==> src/i2c_pkg.sv <==
`default_nettype none

package i2c_pkg;

    localparam int FIFO_DEPTH = 8;

    typedef logic [7:0] byte_t;
    // pclk cycles per quarter bit, minus one
    typedef logic [7:0] prescale_t;
    // Data bits plus the ACK slot
    typedef logic [3:0] bit_cnt_t;
    typedef logic [3:0] len_t;

    typedef enum logic [3:0] {
        IDLE,
        START,
        ADDR,
        ADDR_ACK,
        WRITE,
        WRITE_ACK,
        READ,
        READ_ACK,
        STOP
    } i2c_state_e;

    // CMD register layout, bit 5 down to bit 0
    typedef struct packed {
        logic start;
        logic rw;
        len_t len;
    } cmd_t;

    // STATUS register layout, bit 5 down to bit 0
    typedef struct packed {
        logic busy;
        logic nack;
        logic tx_full;
        logic tx_empty;
        logic rx_full;
        logic rx_empty;
    } status_t;

endpackage

`default_nettype wire

==> src/apb_pkg.sv <==
`default_nettype none

package apb_pkg;

    import i2c_pkg::*;

    typedef logic [7:0] apb_addr_t;

    localparam apb_addr_t ADDR_PRESCALE = 8'd0;
    localparam apb_addr_t ADDR_CMD      = 8'd1;
    localparam apb_addr_t ADDR_STATUS   = 8'd2;
    localparam apb_addr_t ADDR_TXDATA   = 8'd3;
    localparam apb_addr_t ADDR_RXDATA   = 8'd4;
    localparam apb_addr_t ADDR_SLAVE    = 8'd5;

    typedef struct packed {
        logic      psel;
        logic      penable;
        logic      pwrite;
        apb_addr_t paddr;
        byte_t     pwdata;
    } apb_req_t;

endpackage

`default_nettype wire

==> src/apb_i2c_top.sv <==
`timescale 1ns/100ps
`default_nettype none

module apb_i2c_top
    import i2c_pkg::*;
    import apb_pkg::*;
(
    input  wire             pclk,
    input  wire             arst_n,
    input  wire             psel,
    input  wire             penable,
    input  wire             pwrite,
    input  wire apb_addr_t  paddr,
    input  wire byte_t      pwdata,
    input  wire             sda_in,
    output byte_t           prdata,
    output logic            pready,
    output logic            scl_out,
    output logic            sda_out
);

    apb_req_t  req;
    status_t   status;
    prescale_t prescale;
    byte_t     slave_addr;
    cmd_t      cmd;
    logic      go;

    // FIFO paths
    logic  tx_push;
    logic  tx_pop;
    byte_t tx_wdata;
    byte_t tx_head;
    logic  tx_full;
    logic  tx_empty;
    logic  rx_push;
    logic  rx_pop;
    byte_t rx_head;
    logic  rx_full;
    logic  rx_empty;

    // Bit engine
    logic  qtick;
    logic  tmr_run;
    logic  load;
    byte_t load_data;
    logic  shift;
    logic  sample;
    logic  sda_bit;
    byte_t rx_byte;
    logic  busy;
    logic  nack;

    assign req = '{psel: psel, penable: penable, pwrite: pwrite,
                   paddr: paddr, pwdata: pwdata};

    assign status = '{busy: busy, nack: nack, tx_full: tx_full, tx_empty: tx_empty,
                      rx_full: rx_full, rx_empty: rx_empty};

    apb_regs apb_regs (.*);

    byte_fifo tx_fifo (
        .pclk   (pclk),
        .arst_n (arst_n),
        .push   (tx_push),
        .wdata  (tx_wdata),
        .pop    (tx_pop),
        .rdata  (tx_head),
        .full   (tx_full),
        .empty  (tx_empty)
    );

    byte_fifo rx_fifo (
        .pclk   (pclk),
        .arst_n (arst_n),
        .push   (rx_push),
        .wdata  (rx_byte),
        .pop    (rx_pop),
        .rdata  (rx_head),
        .full   (rx_full),
        .empty  (rx_empty)
    );

    scl_timer scl_timer (
        .run    (tmr_run),
        .*
    );

    i2c_shifter i2c_shifter (.*);

    i2c_master_fsm i2c_master_fsm (.*);

endmodule

`default_nettype wire

==> src/apb_regs.sv <==
`timescale 1ns/100ps
`default_nettype none

module apb_regs
    import i2c_pkg::*;
    import apb_pkg::*;
(
    input  wire            pclk,
    input  wire            arst_n,
    input  wire apb_req_t  req,
    input  wire status_t   status,
    input  wire byte_t     rx_head,
    output byte_t          prdata,
    output logic           pready,
    output prescale_t      prescale,
    output byte_t          slave_addr,
    output cmd_t           cmd,
    output logic           go,
    output logic           tx_push,
    output byte_t          tx_wdata,
    output logic           rx_pop
);

    logic access;
    logic wr_en;
    cmd_t wr_cmd;

    // ACCESS phase, zero wait states
    assign access = req.psel && req.penable;
    assign wr_en  = access && req.pwrite;
    assign pready = 1'b1;

    assign wr_cmd = cmd_t'(req.pwdata[$bits(cmd_t)-1:0]);

    assign tx_push  = wr_en && (req.paddr == ADDR_TXDATA);
    assign tx_wdata = req.pwdata;
    assign rx_pop   = access && !req.pwrite && (req.paddr == ADDR_RXDATA);

    always_ff @(posedge pclk or negedge arst_n) begin
        if (!arst_n) begin
            prescale   <= '0;
            slave_addr <= '0;
            cmd        <= '0;
            go         <= 1'b0;
        end else begin
            go <= 1'b0;
            if (wr_en) begin
                case (req.paddr)
                    ADDR_PRESCALE: prescale <= req.pwdata;
                    ADDR_CMD: begin
                        cmd <= wr_cmd;
                        go  <= wr_cmd.start;
                    end
                    ADDR_SLAVE: slave_addr <= req.pwdata;
                    default: ;
                endcase
            end
        end
    end

    // RX head is shown before the pop takes effect
    always_comb begin
        case (req.paddr)
            ADDR_PRESCALE: prdata = prescale;
            ADDR_CMD:      prdata = {2'b00, cmd};
            ADDR_STATUS:   prdata = {2'b00, status};
            ADDR_RXDATA:   prdata = rx_head;
            ADDR_SLAVE:    prdata = slave_addr;
            default:       prdata = '0;
        endcase
    end

endmodule

`default_nettype wire

==> src/byte_fifo.sv <==
`timescale 1ns/100ps
`default_nettype none

module byte_fifo
    import i2c_pkg::*;
(
    input  wire         pclk,
    input  wire         arst_n,
    input  wire         push,
    input  wire byte_t  wdata,
    input  wire         pop,
    output byte_t       rdata,
    output logic        full,
    output logic        empty
);

    // Extra MSB tells a full buffer from an empty one
    typedef logic [$clog2(FIFO_DEPTH):0] ptr_t;

    byte_t mem [FIFO_DEPTH];
    ptr_t  wr_ptr;
    ptr_t  rd_ptr;

    assign empty = (wr_ptr == rd_ptr);
    assign full  = (wr_ptr[$bits(ptr_t)-1] != rd_ptr[$bits(ptr_t)-1]) &&
                   (wr_ptr[$bits(ptr_t)-2:0] == rd_ptr[$bits(ptr_t)-2:0]);

    assign rdata = mem[rd_ptr[$bits(ptr_t)-2:0]];

    always_ff @(posedge pclk) begin
        if (push && !full) begin
            mem[wr_ptr[$bits(ptr_t)-2:0]] <= wdata;
        end
    end

    always_ff @(posedge pclk or negedge arst_n) begin
        if (!arst_n) begin
            wr_ptr <= '0;
            rd_ptr <= '0;
        end else begin
            if (push && !full) begin
                wr_ptr <= wr_ptr + 1'b1;
            end
            if (pop && !empty) begin
                rd_ptr <= rd_ptr + 1'b1;
            end
        end
    end

endmodule

`default_nettype wire

==> src/i2c_master_fsm.sv <==
`timescale 1ns/100ps
`default_nettype none

module i2c_master_fsm
    import i2c_pkg::*;
(
    input  wire         pclk,
    input  wire         arst_n,
    input  wire         go,
    input  wire cmd_t   cmd,
    input  wire byte_t  slave_addr,
    input  wire         qtick,
    input  wire         sda_in,
    input  wire         sda_bit,
    input  wire byte_t  rx_byte,
    input  wire byte_t  tx_head,
    input  wire         tx_empty,
    output logic        tmr_run,
    output logic        load,
    output byte_t       load_data,
    output logic        shift,
    output logic        sample,
    output logic        tx_pop,
    output logic        rx_push,
    output logic        scl_out,
    output logic        sda_out,
    output logic        busy,
    output logic        nack
);

    i2c_state_e state;
    logic [1:0] qtr;
    bit_cnt_t   bit_cnt;
    len_t       byte_cnt;
    cmd_t       cur_cmd;

    logic bit_end;
    logic ack_slot;
    logic last_byte;
    logic to_write;

    assign bit_end   = qtick && (qtr == 2'd3);
    assign ack_slot  = (state == ADDR_ACK) || (state == WRITE_ACK);
    assign last_byte = (byte_cnt >= cur_cmd.len);

    // ACK bit sits in rx_byte[0] by the end of the slot
    assign to_write = bit_end && ack_slot && !rx_byte[0] && !tx_empty &&
                      !((state == ADDR_ACK) && cur_cmd.rw);

    assign busy    = (state != IDLE);
    assign tmr_run = busy;

    assign load      = (bit_end && state == START) || to_write;
    assign load_data = (state == START) ? {slave_addr[6:0], cur_cmd.rw} : tx_head;
    assign tx_pop    = to_write;
    assign shift     = bit_end && ((state == ADDR) || (state == WRITE));
    assign sample    = qtick && (qtr == 2'd1) && (ack_slot || state == READ);
    assign rx_push   = bit_end && (state == READ) && (bit_cnt == 4'd7);

    always_ff @(posedge pclk or negedge arst_n) begin
        if (!arst_n) begin
            state    <= IDLE;
            qtr      <= '0;
            bit_cnt  <= '0;
            byte_cnt <= '0;
            cur_cmd  <= '0;
            nack     <= 1'b0;
        end else begin
            if (qtick) begin
                qtr <= qtr + 1'b1;
            end
            if (bit_end) begin
                bit_cnt <= bit_cnt + 1'b1;
            end
            case (state)
                IDLE: begin
                    // Start only on a free bus
                    if (go && sda_in) begin
                        state    <= START;
                        cur_cmd  <= cmd;
                        nack     <= 1'b0;
                        byte_cnt <= '0;
                    end
                end
                START: begin
                    if (bit_end) begin
                        state   <= ADDR;
                        bit_cnt <= '0;
                    end
                end
                ADDR: begin
                    if (bit_end && bit_cnt == 4'd7) begin
                        state <= ADDR_ACK;
                    end
                end
                ADDR_ACK, WRITE_ACK: begin
                    if (bit_end) begin
                        bit_cnt <= '0;
                        if (rx_byte[0]) begin
                            nack  <= 1'b1;
                            state <= STOP;
                        end else if (state == ADDR_ACK && cur_cmd.rw) begin
                            state <= READ;
                        end else if (to_write) begin
                            state <= WRITE;
                        end else begin
                            state <= STOP;
                        end
                    end
                end
                WRITE: begin
                    if (bit_end && bit_cnt == 4'd7) begin
                        state <= WRITE_ACK;
                    end
                end
                READ: begin
                    if (bit_end && bit_cnt == 4'd7) begin
                        state    <= READ_ACK;
                        byte_cnt <= byte_cnt + 1'b1;
                    end
                end
                READ_ACK: begin
                    if (bit_end) begin
                        bit_cnt <= '0;
                        state   <= last_byte ? STOP : READ;
                    end
                end
                STOP: begin
                    if (bit_end) begin
                        state <= IDLE;
                    end
                end
                default: state <= IDLE;
            endcase
        end
    end

    // SCL high in quarters 1 and 2 of a data bit
    always_comb begin
        case (state)
            IDLE:    scl_out = 1'b1;
            START:   scl_out = (qtr != 2'd3);
            STOP:    scl_out = (qtr != 2'd0);
            default: scl_out = (qtr == 2'd1) || (qtr == 2'd2);
        endcase
    end

    // SDA edges with SCL high only in START and STOP
    always_comb begin
        case (state)
            START:         sda_out = (qtr < 2'd2);
            STOP:          sda_out = (qtr >= 2'd2);
            ADDR, WRITE:   sda_out = sda_bit;
            READ_ACK:      sda_out = last_byte;
            default:       sda_out = 1'b1;
        endcase
    end

endmodule

`default_nettype wire

==> src/i2c_shifter.sv <==
`timescale 1ns/100ps
`default_nettype none

module i2c_shifter
    import i2c_pkg::*;
(
    input  wire         pclk,
    input  wire         arst_n,
    input  wire         load,
    input  wire byte_t  load_data,
    input  wire         shift,
    input  wire         sample,
    input  wire         sda_in,
    output logic        sda_bit,
    output byte_t       rx_byte
);

    byte_t tx_sr;
    byte_t rx_sr;

    always_ff @(posedge pclk or negedge arst_n) begin
        if (!arst_n) begin
            tx_sr <= '1;
            rx_sr <= '0;
        end else begin
            if (load) begin
                tx_sr <= load_data;
            end else if (shift) begin
                // Fill with ones so the line is released when idle
                tx_sr <= {tx_sr[6:0], 1'b1};
            end
            if (sample) begin
                rx_sr <= {rx_sr[6:0], sda_in};
            end
        end
    end

    assign sda_bit = tx_sr[7];
    assign rx_byte = rx_sr;

endmodule

`default_nettype wire

==> src/scl_timer.sv <==
`timescale 1ns/100ps
`default_nettype none

module scl_timer
    import i2c_pkg::*;
(
    input  wire             pclk,
    input  wire             arst_n,
    input  wire             run,
    input  wire prescale_t  prescale,
    output logic            qtick
);

    prescale_t cnt;

    // Held at the reload value while idle
    always_ff @(posedge pclk or negedge arst_n) begin
        if (!arst_n) begin
            cnt <= '0;
        end else if (!run || cnt == '0) begin
            cnt <= prescale;
        end else begin
            cnt <= cnt - 1'b1;
        end
    end

    assign qtick = run && (cnt == '0);

endmodule

`default_nettype wire

==> config.mk <==
export PLATFORM = sky130hd
export DESIGN_NAME = apb_i2c_top
export DESIGN_NICKNAME = d
export VERILOG_FILES = /design/src/i2c_pkg.sv /design/src/apb_pkg.sv /design/src/apb_i2c_top.sv /design/src/apb_regs.sv /design/src/byte_fifo.sv /design/src/i2c_master_fsm.sv /design/src/i2c_shifter.sv /design/src/scl_timer.sv
export SDC_FILE = /design/constraint.sdc
export NUM_CORES = 1
export LEC_CHECK = 0
export ABC_CLOCK_PERIOD_IN_PS = 5310
export BUFFER_PORTS_ARGS = -buffer_cell sky130_fd_sc_hd__clkbuf_2
export CAP_MARGIN = 20
export CELL_PAD_IN_SITES_DETAIL_PLACEMENT = 0
export CELL_PAD_IN_SITES_GLOBAL_PLACEMENT = 2
export CORE_ASPECT_RATIO = 1.4
export CORE_UTILIZATION = 49
export DETAILED_ROUTE_END_ITERATION = 10
export PLACE_DENSITY = 0.85
export SLEW_MARGIN = 20
export SYNTH_ARGS = -nofsm -noshare
export SYNTH_HDL_FRONTEND = slang
export SYNTH_HIERARCHICAL = 1
export SYNTH_SLANG_ARGS = --single-unit
==> constraint.sdc <==
create_clock -name pclk -period 5.31 [get_ports pclk]
set_input_delay 0.2655 -clock pclk [delete_from_list [all_inputs] [get_ports pclk]]
set_output_delay 0.2655 -clock pclk [all_outputs]
set_load 0.02 [all_outputs]
==> impl_results.md <==
* Max Clk Rate at 231 MHz
* Final hold viol count at 0
* Pin count of the biggest net entering global routing at 84
* Post-CTS setup buffers at 0
* Crit end category: flop
* Final non-filler cell total at around 980
* Number of antenna violations at the first check in global routing at 0
* Power Internal at between 2 and 3 mW
* Nets at about 760
* WP data required at 5.72 ns
* Total gr overflow at 0
* Clock latency on the worst-skew pair at ~0.5 ns
* P&R area growth vs syn at 9.60%
* Share of layout cells above drive strength 1 at 27.4%
* Yosys cell types at 72
* Worst R2R Setup Slack at 0.97 ns
* Setup crit start kind: flop
* Worst Clk Skew at 0.0224 ns
* Synth warn at 6
* CP peak stage delay at 0.74 ns
* Drt drc at 0
* Die height at 172 um
* Crit-path cells: or3_4 -> nor2_1 -> inv_1 -> inv_1 -> nor3_1 -> nand2_1 -> or3_1 -> nor3_1 -> o21bai_1 -> nand2_1 -> o21ai_1
* Global Route Usage Sum at between 20% and 30%
* Die area at 21100 um^2
* Sink Count at 211
* Max-cap violation count at 0
* DRT Wirelength at 21400 um
* Initial Util at 50.3%
* Total negative setup slack at 0 ns
* Leak at 4.14 nW
* Power Total at 4.03 mW
* Slew HR at 33.1%
* Utilization after layout at 55.1%
* Setup Viol. Count Final at 0
* Routed vias/inst at between 5 and 6
* Power per cell area at about 370 nW/um^2
* WS Path Type: reg -> reg
* Hpwl dp at 15000 um
* Vias post-DR at approximately 5800
* Reg power frac at 48.4%
* Clock power frac at a little over a third
* CP Max Fanout at 18
* Fillers at 1628
* Buffers on Ports at 31
* Vias in the first global route at 5788
* Worst-Margin Slew at about 1.0 ns
* Post-synth top flop: edfxtp_1
* CTS tree: done
* Clock Path Buffers at 3
* CP arrival at 4.74 ns
* Die W at 123 um
* WL/cell at 21.7 um
* First-pass GRT wire length at 33000 um
* Post-synth EDFFs at 128
* Core Footprint at between 15000 and 20000 um^2
* Post-synth ARST share at between 30% and 40%
* Hold Path Class: in -> reg
* Seq/Total Area, Yosys at 58.9%
* Std-Cell Rows at 61
* Placed cells at between 900 and 1000
* Synth Net Count at 733
* CTS clock-pin slew for the worst setup and hold paths at ~0.06 ns
* Part of the power in combinational logic at between 10% and 20%
* Unrepaired setup endpoints after global routing: no
* H-tree levels at 1
* Switching power at 1.13 mW
* Syn Area/Cell at 14.5 um^2
* Worst vdd rail ir drop at 0.306 mV
* Most frequent cells in the layout: 128 x edfxtp_1, 75 x dfrtp_1, 70 x nand2_1
* Final critical-path share of the clock period at between 80% and 90%
* Initial DRT Pass Iterations at 5
* Slowest stage cell, crit path: dfrtp_1
* Hold Slack at approximately 0.08 ns
* Antenna cell count at 0
* Status: finished, final reports clean
* Fin crit period at 4.34 ns
* Commonest non-fill, non-tap cell in the layout: edfxtp_1
* Cells after Synth at 694
* I/O pin count at 33
* GPL Wtd Cong at 0.780
* DRT antenna net count at 0
* Initial drt markers at approximately 320
* Max Slew Vio Count at 0
* CTS Buf Count at 21
* FF+latch count, synth at ~210
* Mapped Area at roughly 10000 um^2
* Clk root buf: clkbuf_16
* Sw Share at ~28%
==> layer usage <==
layer | GRT usage (%) | routed length, um
met5 | 0 | 0
met4 | 6.50 | 508
met3 | 2.59 | 688
met2 | 38.2 | 11500
met1 | 26.6 | 8700
==> final timing paths <==
path,depth (start not counted),endpoint,start
max,11,i2c_shifter/tx_sr[3],i2c_master_fsm/state[0]
min,2,i2c_shifter/rx_byte[0],sda_in
max reg2reg,11,i2c_shifter/tx_sr[3],i2c_master_fsm/state[0]
min reg2reg,1,scl_timer/cnt[0],scl_timer/cnt[0]
max in group asynchronous,2,tx_fifo/wr_ptr[2],arst_n
min in group asynchronous,2,i2c_master_fsm/bit_cnt[0],arst_n
==> metrics by stage <==
step	worst slack [ns]	instance area, um^2
2_1_floorplan	1.89	10100
3_3_place_gp	1.32	10300
3_5_place_dp	1.06	10300
4_1_cts	1.08	11000
5_1_grt	0.661	11000
6_report	0.975	11000
==> cells by family (layout without fill, tap and decap cells) <==
group	Yosys count	count (layout)	synth area share [%]
muxes	108	108	15.9
and+or+nand+nor	182	182	10.0
AOI/OAI and AO/OA	81	81	6.01
adders and majority gates	17	17	2.11
other	1	1	0.0373
xor gates and xnor gates	31	31	3.07
buffers and inverters	63	100	3.88
DFF	211	211	58.9
==> what timing repair did <==
| action | 4_1_cts | 5_1_grt |
|---|---|---|
| hold buffers | 0 | 1 |
| endpoints found under the hold margin | 0 | 75 |
| gates resized for setup | 0 | 0 |
| endpoints found under the setup margin | 0 | 0 |
==> synth_stat cells, drive strengths merged, types with 3 or more instances <==
library cell / number / area (um^2)
o22a: 5 / 43.8
nand2: 70 / 263
nand3: 9 / 45.0
or3: 5 / 36.3
nor3: 15 / 86.3
nor4b: 5 / 43.8
xnor2: 16 / 140
inv: 18 / 67.6
o21ai: 28 / 151
a21oi: 14 / 70.1
clkbuf: 6 / 22.5
nand4: 8 / 50.1
nor4: 11 / 150
nand2b: 7 / 43.8
mux2: 55 / 661
and2: 3 / 18.8
dfrtp: 75 / 1880
o41ai: 8 / 111
nor2: 27 / 104
o311ai: 6 / 52.6
ha: 17 / 213
nand3b: 4 / 30.0
dfstp: 8 / 210
xor2: 15 / 169
a311o: 3 / 31.3
mux2i: 20 / 200
edfxtp: 128 / 3840
buf: 39 / 300
nor2b: 5 / 31.3
mux4: 33 / 743
==> state kept, by name, indices dropped and copies added (netlist names), 5 cells and up, named ones only <==
name,cells
apb_regs/cmd,6
apb_regs/prescale,8
apb_regs/slave_addr,8
i2c_master_fsm/cur_cmd,5
i2c_shifter/rx_byte,8
i2c_shifter/tx_sr,8
rx_fifo/mem,64
scl_timer/cnt,8
tx_fifo/mem,64
==> power by group through the flow <==
stage	sequential [mW]	combinational [mW]	clock [mW]
after global placement	1.97	0.624	0
final	1.95	0.632	1.44
after detailed placement	1.98	0.629	0
after global routing	1.96	0.699	1.54
after floorplan	1.91	0.529	0
after CTS	1.94	0.634	1.48
==> cell type report <==
cell class / instances / area [um^2] / share of cell area, %
repair buffers: 44 / 262 / 2.37
flip-flops and latches: 211 / 5930 / 53.8
multi-input cells: 420 / 3780 / 34.3
inverters: 18 / 67.6 / 0.613
clock buffers: 30 / 599 / 5.44
clock inverters: 8 / 71.3 / 0.647
well taps: 252 / 315 / 2.86
==> critical path: cells and delay by family (launching register included) <==
kind            cells  cell delay (ns)
simple gates        7             2.60
buf+inv             2             0.23
compound gates      2             0.68
flops               1             0.74
Note: power is estimated with default switching activity, not from simulation.
